`config.mk`:
```
export PLATFORM = sky130hd
export DESIGN_NAME = matmul4_top
export DESIGN_NICKNAME = d
export VERILOG_FILES = /design/src/matmul4_pkg.sv /design/src/matmul4_bus_pkg.sv /design/src/matmul4_top.sv /design/src/mm_dot_product.sv /design/src/mm_matrix_banks.sv /design/src/mm_sequencer.sv /design/src/mm_single_port_ram.sv /design/src/mm_wb_slave.sv
export SDC_FILE = /design/constraint.sdc
export NUM_CORES = 2
export LEC_CHECK = 0
export BUFFER_PORTS_ARGS = -buffer_cell sky130_fd_sc_hd__buf_4
export CORE_MARGIN = 1.5
export CORE_UTILIZATION = 64
export DETAILED_ROUTE_END_ITERATION = 10
export PLACE_DENSITY = 0.87
export SETUP_SLACK_MARGIN = 0.2
export SLEW_MARGIN = 40
export SYNTH_ARGS = -nofsm -noshare
export SYNTH_HDL_FRONTEND = slang
export SYNTH_HIERARCHICAL = 1
export SYNTH_SLANG_ARGS = --single-unit
```
`constraint.sdc`:
```
create_clock -name clk -period 9.1 [get_ports clk]
set_clock_uncertainty 0.15 [all_clocks]
set_input_delay 0.455 -clock clk [delete_from_list [all_inputs] [get_ports clk]]
set_output_delay 0.455 -clock clk [all_outputs]
set_load 0.03 [all_outputs]
```
`src/matmul4_pkg.sv`:
```
// datapath package: element and index types, memory port struct, sequencer states, size constants
`default_nettype none

package matmul4_pkg;

  // element width follows the 18-bit datapath
  localparam int unsigned elem_w = 18;

  // square matrices only
  localparam int unsigned mat_dim = 4;
  localparam int unsigned mat_entries = 16;

  // flat index width, row-major
  localparam int unsigned idx_w = 4;

  typedef logic [elem_w-1:0] elem_t;

  // row is idx[3:2], column is idx[1:0]
  typedef logic [idx_w-1:0] idx_t;

  // one access to a single-port RAM
  typedef struct packed {
    logic  en;
    logic  we;
    idx_t  addr;
    elem_t wdata;
  } mem_port_t;

  // controller states
  typedef enum logic [2:0] {
    seq_idle,
    seq_fetch,
    seq_compute,
    seq_drain,
    seq_done
  } seq_state_e;

endpackage

`default_nettype wire

```
`src/matmul4_bus_pkg.sv`:
```
// bus package: Wishbone request and response structs, address map, region enum
`default_nettype none

package matmul4_bus_pkg;

  // word address width of the slave
  localparam int unsigned wb_adr_w = 6;

  // host side of a classic cycle
  typedef struct packed {
    logic                 cyc;
    logic                 stb;
    logic                 we;
    logic [wb_adr_w-1:0]  adr;
    matmul4_pkg::elem_t   dat;
  } wb_req_t;

  // slave side
  typedef struct packed {
    logic               ack;
    matmul4_pkg::elem_t dat;
  } wb_rsp_t;

  // decoded target of an access
  typedef enum logic [2:0] {
    region_a,
    region_b,
    region_c,
    region_ctrl,
    region_status,
    region_none
  } region_e;

  // matrix windows, 16 words each
  localparam logic [wb_adr_w-1:0] adr_a_base = 6'h00;
  localparam logic [wb_adr_w-1:0] adr_b_base = 6'h10;
  localparam logic [wb_adr_w-1:0] adr_c_base = 6'h20;

  // single registers
  localparam logic [wb_adr_w-1:0] adr_ctrl = 6'h30;
  localparam logic [wb_adr_w-1:0] adr_status = 6'h31;

  // bit positions inside the register words
  localparam int unsigned ctrl_start_bit = 0;
  localparam int unsigned status_busy_bit = 0;
  localparam int unsigned status_done_bit = 1;

endpackage

`default_nettype wire

```
`src/matmul4_top.sv`:
```
// matmul4 top level: bus slave, matrix RAMs and sequencer
`timescale 1ns/1ps
`default_nettype none

module matmul4_top (
  input  logic                      clk,
  input  logic                      reset,
  input  matmul4_bus_pkg::wb_req_t  wb_req,
  output matmul4_bus_pkg::wb_rsp_t  wb_rsp
);

  // bus side RAM ports
  matmul4_pkg::mem_port_t bus_a;
  matmul4_pkg::mem_port_t bus_b;
  matmul4_pkg::mem_port_t bus_c;

  // sequencer side RAM ports
  matmul4_pkg::mem_port_t seq_ab;
  matmul4_pkg::mem_port_t seq_c;

  matmul4_pkg::elem_t     q_a;
  matmul4_pkg::elem_t     q_b;
  matmul4_pkg::elem_t     q_c;

  // control handshake
  logic                   busy;
  logic                   done;
  logic                   start;

  mm_wb_slave u_slave (
    .clk        (clk),
    .reset      (reset),
    .req        (wb_req),
    .rsp        (wb_rsp),
    .bus_a      (bus_a),
    .bus_b      (bus_b),
    .bus_c      (bus_c),
    .q_a        (q_a),
    .q_b        (q_b),
    .q_c        (q_c),
    .busy       (busy),
    .done_pulse (done),
    .start      (start)
  );

  mm_matrix_banks u_banks (
    .clk    (clk),
    .bus_a  (bus_a),
    .bus_b  (bus_b),
    .bus_c  (bus_c),
    .seq_ab (seq_ab),
    .seq_c  (seq_c),
    .busy   (busy),
    .q_a    (q_a),
    .q_b    (q_b),
    .q_c    (q_c)
  );

  mm_sequencer u_seq (
    .clk    (clk),
    .reset  (reset),
    .start  (start),
    .q_a    (q_a),
    .q_b    (q_b),
    .seq_ab (seq_ab),
    .seq_c  (seq_c),
    .busy   (busy),
    .done   (done)
  );

endmodule

`default_nettype wire

```
`src/mm_dot_product.sv`:
```
// two-stage pipelined four-term multiply-accumulate with result index
`timescale 1ns/1ps
`default_nettype none

module mm_dot_product (
  input  logic                                           clk,
  input  logic                                           reset,
  input  logic                                           issue_valid,
  input  matmul4_pkg::idx_t                              issue_idx,
  input  matmul4_pkg::elem_t [matmul4_pkg::mat_dim-1:0]  row,
  input  matmul4_pkg::elem_t [matmul4_pkg::mat_dim-1:0]  col,
  output logic                                           res_valid,
  output matmul4_pkg::idx_t                              res_idx,
  output matmul4_pkg::elem_t                             res_sum
);

  matmul4_pkg::elem_t [matmul4_pkg::mat_dim-1:0] prod_d;
  matmul4_pkg::elem_t [matmul4_pkg::mat_dim-1:0] prod_q;
  matmul4_pkg::elem_t                            sum_d;
  logic                                          valid_s1;
  matmul4_pkg::idx_t                             idx_s1;

  // products truncated to the element width by assignment
  always_comb begin
    for (int k = 0; k < matmul4_pkg::mat_dim; k++) begin
      prod_d[k] = row[k] * col[k];
    end
  end

  // sum wraps modulo 2^18
  always_comb begin
    sum_d = '0;
    for (int k = 0; k < matmul4_pkg::mat_dim; k++) begin
      sum_d = sum_d + prod_q[k];
    end
  end

  // valid bits per stage
  always_ff @(posedge clk or posedge reset) begin
    if (reset) begin
      valid_s1  <= 1'b0;
      res_valid <= 1'b0;
    end else begin
      valid_s1  <= issue_valid;
      res_valid <= valid_s1;
    end
  end

  // payload, index travels with data
  always_ff @(posedge clk) begin
    prod_q  <= prod_d;
    idx_s1  <= issue_idx;
    res_sum <= sum_d;
    res_idx <= idx_s1;
  end

endmodule

`default_nettype wire

```
`src/mm_matrix_banks.sv`:
```
// matrix storage: RAMs for A, B and C with bus or sequencer ownership
`timescale 1ns/1ps
`default_nettype none

module mm_matrix_banks (
  input  logic                   clk,
  input  matmul4_pkg::mem_port_t bus_a,
  input  matmul4_pkg::mem_port_t bus_b,
  input  matmul4_pkg::mem_port_t bus_c,
  input  matmul4_pkg::mem_port_t seq_ab,
  input  matmul4_pkg::mem_port_t seq_c,
  input  logic                   busy,
  output matmul4_pkg::elem_t     q_a,
  output matmul4_pkg::elem_t     q_b,
  output matmul4_pkg::elem_t     q_c
);

  matmul4_pkg::mem_port_t port_a;
  matmul4_pkg::mem_port_t port_b;
  matmul4_pkg::mem_port_t port_c;

  // sequencer owns all three RAMs while busy
  // A and B share one address stream
  always_comb begin
    if (busy) begin
      port_a = seq_ab;
      port_b = seq_ab;
      port_c = seq_c;
    end else begin
      port_a = bus_a;
      port_b = bus_b;
      port_c = bus_c;
    end
  end

  mm_single_port_ram u_ram_a (
    .clk  (clk),
    .port (port_a),
    .q    (q_a)
  );

  mm_single_port_ram u_ram_b (
    .clk  (clk),
    .port (port_b),
    .q    (q_b)
  );

  // result matrix
  mm_single_port_ram u_ram_c (
    .clk  (clk),
    .port (port_c),
    .q    (q_c)
  );

endmodule

`default_nettype wire

```
`src/mm_sequencer.sv`:
```
// controller FSM: fetch A and B, issue 16 dot products, store C
`timescale 1ns/1ps
`default_nettype none

module mm_sequencer (
  input  logic                   clk,
  input  logic                   reset,
  input  logic                   start,
  input  matmul4_pkg::elem_t     q_a,
  input  matmul4_pkg::elem_t     q_b,
  output matmul4_pkg::mem_port_t seq_ab,
  output matmul4_pkg::mem_port_t seq_c,
  output logic                   busy,
  output logic                   done
);

  matmul4_pkg::seq_state_e state;

  // one extra bit marks the end of the fetch stream
  logic [matmul4_pkg::idx_w:0] step;
  matmul4_pkg::idx_t           issue_idx;
  logic                        fetch_en;
  logic                        issue_valid;

  // read return tracking, one cycle RAM latency
  logic                        rd_valid;
  matmul4_pkg::idx_t           rd_idx;

  // local copies of A and B, row-major
  matmul4_pkg::elem_t a_reg [matmul4_pkg::mat_entries];
  matmul4_pkg::elem_t b_reg [matmul4_pkg::mat_entries];

  matmul4_pkg::elem_t [matmul4_pkg::mat_dim-1:0] row;
  matmul4_pkg::elem_t [matmul4_pkg::mat_dim-1:0] col;

  logic                res_valid;
  matmul4_pkg::idx_t   res_idx;
  matmul4_pkg::elem_t  res_sum;

  assign issue_idx   = step[matmul4_pkg::idx_w-1:0];
  assign fetch_en    = (state == matmul4_pkg::seq_fetch) && !step[matmul4_pkg::idx_w];
  assign issue_valid = (state == matmul4_pkg::seq_compute);

  assign busy = (state == matmul4_pkg::seq_fetch) || (state == matmul4_pkg::seq_compute) ||
                (state == matmul4_pkg::seq_drain);
  assign done = (state == matmul4_pkg::seq_done);

  // A and B read together, never written here
  always_comb begin
    seq_ab.en    = fetch_en;
    seq_ab.we    = 1'b0;
    seq_ab.addr  = issue_idx;
    seq_ab.wdata = '0;
  end

  // every returned sum goes straight into C
  always_comb begin
    seq_c.en    = res_valid;
    seq_c.we    = res_valid;
    seq_c.addr  = res_idx;
    seq_c.wdata = res_sum;
  end

  // row i of A, column j of B
  always_comb begin
    for (int k = 0; k < matmul4_pkg::mat_dim; k++) begin
      row[k] = a_reg[{issue_idx[3:2], 2'(k)}];
      col[k] = b_reg[{2'(k), issue_idx[1:0]}];
    end
  end

  always_ff @(posedge clk or posedge reset) begin
    if (reset) begin
      state    <= matmul4_pkg::seq_idle;
      step     <= '0;
      rd_valid <= 1'b0;
    end else begin
      rd_valid <= fetch_en;
      case (state)
        matmul4_pkg::seq_idle: begin
          step <= '0;
          if (start) begin
            state <= matmul4_pkg::seq_fetch;
          end
        end
        matmul4_pkg::seq_fetch: begin
          if (fetch_en) begin
            step <= step + 1'b1;
          end
          // last word captured, start issuing
          if (rd_valid && (rd_idx == '1)) begin
            step  <= '0;
            state <= matmul4_pkg::seq_compute;
          end
        end
        matmul4_pkg::seq_compute: begin
          step <= step + 1'b1;
          if (issue_idx == '1) begin
            state <= matmul4_pkg::seq_drain;
          end
        end
        matmul4_pkg::seq_drain: begin
          // wait for the final result to land in C
          if (res_valid && (res_idx == '1)) begin
            state <= matmul4_pkg::seq_done;
          end
        end
        default: begin
          state <= matmul4_pkg::seq_idle;
        end
      endcase
    end
  end

  // fetch data path
  always_ff @(posedge clk) begin
    rd_idx <= issue_idx;
    if (rd_valid) begin
      a_reg[rd_idx] <= q_a;
      b_reg[rd_idx] <= q_b;
    end
  end

  mm_dot_product u_dot (
    .clk         (clk),
    .reset       (reset),
    .issue_valid (issue_valid),
    .issue_idx   (issue_idx),
    .row         (row),
    .col         (col),
    .res_valid   (res_valid),
    .res_idx     (res_idx),
    .res_sum     (res_sum)
  );

endmodule

`default_nettype wire

```
`src/mm_single_port_ram.sv`:
```
// 16-entry single-port RAM, synchronous read-before-write with clock enable
`timescale 1ns/1ps
`default_nettype none

module mm_single_port_ram (
  input  logic                   clk,
  input  matmul4_pkg::mem_port_t port,
  output matmul4_pkg::elem_t     q
);

  // one word per matrix element
  matmul4_pkg::elem_t mem [matmul4_pkg::mat_entries];

  // en gates both read and write
  // a write also returns the old word
  always_ff @(posedge clk) begin
    if (port.en) begin
      if (port.we) begin
        mem[port.addr] <= port.wdata;
      end
      q <= mem[port.addr];
    end
  end

endmodule

`default_nettype wire

```
`src/mm_wb_slave.sv`:
```
// Wishbone classic slave: address decode, control and status registers, ack generation
`timescale 1ns/1ps
`default_nettype none

module mm_wb_slave (
  input  logic                      clk,
  input  logic                      reset,
  input  matmul4_bus_pkg::wb_req_t  req,
  output matmul4_bus_pkg::wb_rsp_t  rsp,
  output matmul4_pkg::mem_port_t    bus_a,
  output matmul4_pkg::mem_port_t    bus_b,
  output matmul4_pkg::mem_port_t    bus_c,
  input  matmul4_pkg::elem_t        q_a,
  input  matmul4_pkg::elem_t        q_b,
  input  matmul4_pkg::elem_t        q_c,
  input  logic                      busy,
  input  logic                      done_pulse,
  output logic                      start
);

  localparam int unsigned hi = matmul4_bus_pkg::wb_adr_w - 1;
  localparam int unsigned lo = matmul4_pkg::idx_w;

  matmul4_bus_pkg::region_e region;
  logic                     ack_q;
  matmul4_pkg::elem_t       rdata_q;
  logic                     mem_phase;
  logic                     done_flag;
  logic                     access;
  logic                     mem_region;
  logic                     mem_go;
  matmul4_pkg::elem_t       status_word;
  matmul4_pkg::elem_t       mem_q;

  // upper bits pick the window
  always_comb begin
    if (req.adr[hi:lo] == matmul4_bus_pkg::adr_a_base[hi:lo]) begin
      region = matmul4_bus_pkg::region_a;
    end else if (req.adr[hi:lo] == matmul4_bus_pkg::adr_b_base[hi:lo]) begin
      region = matmul4_bus_pkg::region_b;
    end else if (req.adr[hi:lo] == matmul4_bus_pkg::adr_c_base[hi:lo]) begin
      region = matmul4_bus_pkg::region_c;
    end else if (req.adr == matmul4_bus_pkg::adr_ctrl) begin
      region = matmul4_bus_pkg::region_ctrl;
    end else if (req.adr == matmul4_bus_pkg::adr_status) begin
      region = matmul4_bus_pkg::region_status;
    end else begin
      region = matmul4_bus_pkg::region_none;
    end
  end

  // new request, not yet answered
  assign access     = req.cyc && req.stb && !ack_q;
  assign mem_region = (region == matmul4_bus_pkg::region_a) ||
                      (region == matmul4_bus_pkg::region_b) ||
                      (region == matmul4_bus_pkg::region_c);
  // memory held off while the sequencer owns the RAMs
  assign mem_go     = access && mem_region && !busy && !mem_phase;

  // write enables only for A and B
  always_comb begin
    bus_a.en    = mem_go && (region == matmul4_bus_pkg::region_a);
    bus_a.we    = req.we;
    bus_a.addr  = req.adr[lo-1:0];
    bus_a.wdata = req.dat;
    bus_b.en    = mem_go && (region == matmul4_bus_pkg::region_b);
    bus_b.we    = req.we;
    bus_b.addr  = req.adr[lo-1:0];
    bus_b.wdata = req.dat;
    // C is read-only from the bus
    bus_c.en    = mem_go && (region == matmul4_bus_pkg::region_c);
    bus_c.we    = 1'b0;
    bus_c.addr  = req.adr[lo-1:0];
    bus_c.wdata = req.dat;
  end

  always_comb begin
    status_word = '0;
    status_word[matmul4_bus_pkg::status_busy_bit] = busy;
    status_word[matmul4_bus_pkg::status_done_bit] = done_flag;
  end

  always_comb begin
    case (region)
      matmul4_bus_pkg::region_a: mem_q = q_a;
      matmul4_bus_pkg::region_b: mem_q = q_b;
      default:                   mem_q = q_c;
    endcase
  end

  always_ff @(posedge clk or posedge reset) begin
    if (reset) begin
      ack_q     <= 1'b0;
      mem_phase <= 1'b0;
      start     <= 1'b0;
      done_flag <= 1'b0;
    end else begin
      ack_q <= 1'b0;
      start <= 1'b0;
      if (done_pulse) begin
        done_flag <= 1'b1;
      end
      if (mem_phase) begin
        // RAM word is valid now
        ack_q     <= 1'b1;
        mem_phase <= 1'b0;
      end else if (access) begin
        if (mem_region) begin
          mem_phase <= mem_go;
        end else begin
          ack_q <= 1'b1;
          // start only from idle, also clears done
          if ((region == matmul4_bus_pkg::region_ctrl) && req.we && !busy &&
              req.dat[matmul4_bus_pkg::ctrl_start_bit]) begin
            start     <= 1'b1;
            done_flag <= 1'b0;
          end
        end
      end
    end
  end

  // read data register
  always_ff @(posedge clk) begin
    if (mem_phase) begin
      rdata_q <= mem_q;
    end else if (access && !mem_region) begin
      rdata_q <= (region == matmul4_bus_pkg::region_status) ? status_word : '0;
    end
  end

  always_comb begin
    rsp.ack = ack_q;
    rsp.dat = rdata_q;
  end

endmodule

`default_nettype wire

```
======== After elaboration in Yosys (flattened, before gate mapping) ========
Memory sizes are Yosys's and may differ from the RTL's. A register that Yosys moved wholly into a read port is not among the register bits.
Cells that the tools add are included.
storage, ports and cells
  memories ................................ 5
  memory bits (writable) .................. 1440
  word-level logic and storage cells ...... 127
  input port bits ......................... 29
  flip-flop bits (word level) ............. 131
  output and inout port bits .............. 19
memories
  name                 words  width  read ports  clocked after Yosys merged registers in  write ports  RTL line                  source
  u_banks.u_ram_a.mem  16     18     1           1                                        1            mm_single_port_ram.sv:12  matmul4_pkg::elem_t mem [matmul4_pkg::mat_entries];
  u_banks.u_ram_b.mem  16     18     1           1                                        1            mm_single_port_ram.sv:12
  u_banks.u_ram_c.mem  16     18     1           1                                        1            mm_single_port_ram.sv:12
  u_seq.a_reg          16     18     4           0                                        1            mm_sequencer.sv:30        matmul4_pkg::elem_t a_reg [matmul4_pkg::mat_entries];
  u_seq.b_reg          16     18     4           0                                        1            mm_sequencer.sv:31        matmul4_pkg::elem_t b_reg [matmul4_pkg::mat_entries];
operators by class
  add/subtract/negate cells ............... 4
  multiplexer cells ....................... 46
  reductions and logical operators ........ 31
  eq/ne operators ......................... 20
  $mul .................................... 4
operators by type and width
  cell                                                    number
  multiplier 18 x 18 -> 18 bit                            4
  2-to-1 mux 24 bit                                       3
  adder 18 bit                                            3
  2-to-1 mux 18 bit                                       2
  one-hot mux 18 bit (2 select lines)                     1
  2-to-1 mux 1 bit                                        27
  2-to-1 mux 3 bit                                        8
  logical AND 1 bit                                       15
  one-hot mux 5 bit (3 select lines)                      1
  == test 3 x 2 -> 1 bit (second input constant)          4
  == test 4 bit (second input constant)                   3
  == test 6 bit (second input constant)                   2
  one-hot mux 3 bit (4 select lines)                      1
  2-to-1 mux 5 bit                                        2
  == test 3 x 1 -> 1 bit (second input constant)          2
  == test 3 bit (second input constant)                   2
  logical NOT 3 bit                                       2
  inequality test 2 bit (second input constant)           3
  adder 5 x 1 -> 5 bit (second input constant)            1
  logical NOT 1 bit                                       5
  logical OR 1 bit                                        4
  AND reduction 4 bit                                     1
  inequality test 3 x 2 -> 1 bit (second input constant)  1
  nonzero test 3 bit                                      1
  7 further kinds                                         7

======== Depth between registers and ports, before layout ========
  word-level depth ........................ 17
  mapped depth ............................ 24
  mapped depth without buffers ............ 20

======== Cells and area by module ========
Netlist, hierarchy kept.
by module, submodules not included
  module              cells an instance  sequential area each (um^2)  times used  area an instance (um^2)
  mm_single_port_ram  486                9188.8                       3           11431.0
  mm_dot_product      2638               2011.9                       1           23682.7
  mm_sequencer        869                17601.9                      1           21640.8
  mm_wb_slave         191                640.6                        1           1803.0
  mm_matrix_banks     80                 0.0                          1           1224.9

======== Worst setup path after synthesis ========
OpenSTA, ideal clock, no wires.
  path type ............................... register -> register
  from .................................... register u_seq/step[0] (netlist name)
  to ...................................... register u_seq/u_dot/prod_q[71] (netlist name)
  setup time .............................. 122 ps
  data arrival time ....................... 6397 ps
  path slack .............................. 2431 ps
  required time ........................... 8828 ps
  buffers on the path ..................... 4
  clock period less this slack ............ 6669 ps
  stages on the path, launching flop included .. 24
  path through ............................ dfrtp_1 -> clkbuf_1 -> buf_2 -> buf_4 -> mux4_2 -> clkbuf_1 -> and2_1 -> fa_1 -> inv_1 -> fa_1 -> fa_1 -> fa_1 -> inv_1 -> fa_1 -> inv_1 -> fa_1 -> inv_1 -> ha_1 -> o21a_1 -> o21ai_1 -> nor2_1 -> a211oi_1 -> o21ai_0 -> xnor2_1
RTL lines
  element                   RTL line              source
  start: declaration        mm_sequencer.sv:20    logic [matmul4_pkg::idx_w:0] step;
  start signal: assignment  mm_sequencer.sv:88    step <= step + 1'b1;
  start signal: assignment  mm_sequencer.sv:97    step <= step + 1'b1;
  end signal: assignment    mm_dot_product.sv:51  prod_q <= prod_d;
  end: declaration          mm_dot_product.sv:18  matmul4_pkg::elem_t [matmul4_pkg::mat_dim-1:0] prod_q;

==> summary.txt <==
Clocking
  – Max Root-Sink Buffers: 3
  – Post-CTS sizing: 0
  – CTS H-tree depth: 4
  – Post-CTS setup buffers: 0
  – Reg clk slew, reported paths: about 0.070 ns
  – # hold bufs at CTS: 8
  – Clock Sinks: roughly 1600
  – Clk_lat worst skew: slightly below 0.8 ns
  – CTS tree: yes
  – CTS buffer count: about 150
  – CTS Root Cell: clkbuf_16

STA
  – RSZ-0062 raised after global routing: false
  – Slew headroom: a little under two fifths
  – Fmax achieved: about 0.14 GHz
  – Worst-Margin Slew: 0.941 ns
  – Tmin final: approximately 7 ns
  – Period Utilization, post-route: approximately 78%
  – Final hold violation count: 0
  – Final setup fails: 0
  – Slew Limit Fails: 0
  – Setup_tns: 0 ns

Floorplanning
  – Die ar.: ~130000 µm²
  – Core area: between 100000 and 150000 µm²
  – IO Pins: 48
  – Rows: about 130
  – Initial Utilization: about 65%
  – Die Width: between 300 and 400 µm
  – Chip height: approximately 360 µm

Worst setup path
  – Peak fanout along the critical path: 40
  – CP endpoint kind: register
  – Req. time, crit path: 9.58 ns
  – Crit path launch type: register
  – Worst EP arrival: ~7.6 ns
  – Critical path type: register to register

Global routing
  – First-pass GRT wire length: 324 mm
  – GR Overflow Total: 0
  – Antenna violations before repair: 15
  – Vias in the first global route: between 40000 and 50000
  – Gr usage total: between 30% and 40%
  – Largest net degree at the start of global routing: between 70 and 80

Worst hold path
  – Hold/Removal Path Class: input pin to register

Place
  – Placed cells: around 6800
  – Final GP Congestion: just over 0.9
  – PortBufs: 47
  – Post-DP HPWL: between 100 and 150 mm

Synthesis
  – Mean area per synthesized cell: around 16 µm²
  – Synth warnings: 6
  – Yosys top cell by area: edfxtp_1
  – Post-synth top area share: 54.9%
  – Post-synth cell types: between 70 and 80
  – Top FF cell, synth: edfxtp_1
  – #FFs+latches synth: between 1500 and 2000
  – Syn Inst Count: 5236
  – Ys async rst share: less than 1%
  – Mapped cell area: roughly 83000 µm²
  – Sequential-to-total area share from yosys stat: ~58%
  – EDFF count, synth: 1512
  – Area contributors post-synth: edfxtp_1, fa_1, mux4_2

Pwr
  – PwrDens: between 200 and 250 nW/µm²
  – Leakage: between 30 and 40 nW
  – Worst vdd ir: 0.000623 V

Detailed routing
  – Routed via count: between 40000 and 50000
  – Pre-antenna DRT Iters: 6
  – Initial DRC count: around 6200
  – Post-Route WL: 222 mm
  – DR DRC count: 0
  – Routed Antenna Nets: 0
  – Vias per cell: 6.64
  – WL/cell: 31.4 µm

Run
  – Maxcap violations: 0

Cells and area
  – Share of post-route cells with drive strength above 1: between 10% and 20%
  – Util after Layout: 70.2%
  – Non-Filler Instances: just over 7000
  – Synth-to-layout area growth: 8.61%
  – Nets: 6020

Outcome
  – Status: finished, final reports clean
-- cell usage after synthesis (3+ instances only) --
| cell | number |
|---|---|
| a211oi_1 | 7 |
| a21boi_0 | 3 |
| a21boi_1 | 4 |
| a21o_1 | 14 |
| a21oi_1 | 36 |
| a221oi_1 | 3 |
| a22oi_1 | 110 |
| a31oi_1 | 4 |
| and2_1 | 452 |
| and3_1 | 3 |
| buf_1 | 18 |
| buf_12 | 7 |
| buf_2 | 40 |
| buf_4 | 102 |
| buf_6 | 18 |
| clkbuf_1 | 112 |
| dfrtp_1 | 15 |
| dfxtp_1 | 102 |
| edfxtp_1 | 1512 |
| fa_1 | 470 |
| ha_1 | 230 |
| inv_1 | 696 |
| mux2_4 | 70 |
| mux2i_1 | 20 |
| mux4_2 | 360 |
| nand2_1 | 360 |
| nand2b_1 | 11 |
| nand3_1 | 8 |
| nand3b_1 | 4 |
| nand4_1 | 3 |
| nand4b_1 | 6 |
| nor2_1 | 79 |
| nor2b_1 | 15 |
| nor3_1 | 30 |
| nor3b_2 | 3 |
| o211ai_1 | 5 |
| o21a_1 | 9 |
| o21ai_0 | 32 |
| o21ai_1 | 15 |
| o31ai_1 | 3 |
| o32ai_1 | 3 |
| or3_1 | 6 |
| xnor2_1 | 157 |
| xor2_1 | 31 |
-- power breakdown --
| group | switching (W) | internal, W | leakage [nW] | total, W |
|---|---|---|---|---|
| Clock | 0.00290 | 0.00350 | 2.39 | 0.00640 |
| Combinational | 0.00343 | 0.00205 | 15.9 | 0.00549 |
| Sequential | 0.000164 | 0.00840 | 14.7 | 0.00856 |
-- per-layer routing --
metal / global-route usage (%) / wire [µm] / vias up
li1: - / - / 18479
met1: 42.2 / 72300 / 23910
met2: 55.9 / 108000 / 3781
met3: 8.21 / 26500 / 829
met4: 19.7 / 15000 / 10
met5: 0 / 72 / -
-- area by class of cell --
type | count | area (µm²)
inverter | 696 | 2610
clock buffer | 192 | 4050
fill | 7439 | 38100
antenna | 8 | 20.0
sequential | 1629 | 47800
tap | 1662 | 2080
clock inverter | 86 | 867
multi-input combinational | 2632 | 30800
timing repair buffer | 179 | 1510
-- layout by cell type (no fill, tap or decap), drive strengths merged, types with 30 or more instances in the layout --
master | Yosys | routed
a21oi | 37 | 37
a22oi | 110 | 110
and2 | 452 | 452
buf | 185 | 171
clkbuf | 112 | 192
clkinv | 0 | 60
dfxtp | 102 | 102
edfxtp | 1512 | 1512
fa | 470 | 470
ha | 230 | 230
inv | 696 | 705
mux2 | 72 | 72
mux4 | 360 | 360
nand2 | 361 | 361
nor2 | 79 | 79
nor3 | 30 | 30
o21ai | 47 | 47
xnor2 | 157 | 157
xor2 | 31 | 31
-- critical path: stages (launching register included) --
cell and delay (ns):
dfrtp_4 0.86, buf_12 0.40, mux4_2 0.71, and2_1 0.22
fa_1 0.53, inv_1 0.05, fa_1 0.46, fa_1 0.50
fa_1 0.55, inv_1 0.05, fa_1 0.49, inv_1 0.06
fa_1 0.48, inv_1 0.05, ha_1 0.32, a21oi_1 0.30
nor2b_1 0.09, a311o_1 0.36, nand3_1 0.09, nand2_1 0.06
xnor2_1 0.13
-- path summary, 6_finish.rpt --
| check | start | end | slack, ns | depth (start not counted) |
|---|---|---|---|---|
| worst max-delay path | u_seq/step[0] | u_seq/u_dot/prod_q[35] | 2.03 | 20 |
| min in group asynchronous | reset | u_seq/state[0] | 0.16 | 3 |
| max in group asynchronous | reset | u_seq/u_dot/res_valid | 7.95 | 4 |
| worst min-delay path | wb_req[20] | u_slave/done_flag | 0.03 | 4 |
| worst min register to register | u_seq/u_dot/idx_s1[2] | u_seq/u_dot/res_idx[2] | 0.19 | 0 |
| worst max register to register | u_seq/step[0] | u_seq/u_dot/prod_q[35] | 2.03 | 20 |
-- through the flow --
stage | total power, W | instance area, µm² | setup WS (ns) | hold slack, ns
CTS | 0.0202 | 89700 | 2.03 | 0.00205
floorplan | 0.0120 | 82700 | 2.43 | 0.0462
detailed placement | 0.0138 | 84700 | 2.04 | 0.168
global placement | 0.0137 | 84500 | 2.18 | 0.161
finish | 0.0205 | 89800 | 2.03 | 0.0331
global route | 0.0210 | 89700 | 1.74 | 0.0270
-- kinds of logic after synthesis --
logic type               synth area share, %
adder cells (fa/ha/maj)                 14.9
flip-flops                              57.9
AO/OA/AOI/OAI                           2.31
other                                0.00909
XOR/XNOR                                1.99
AND/OR/NAND/NOR                         6.27
buffers and inverters                   5.34
multiplexers                            11.4
(Power assumes the default switching activity.)
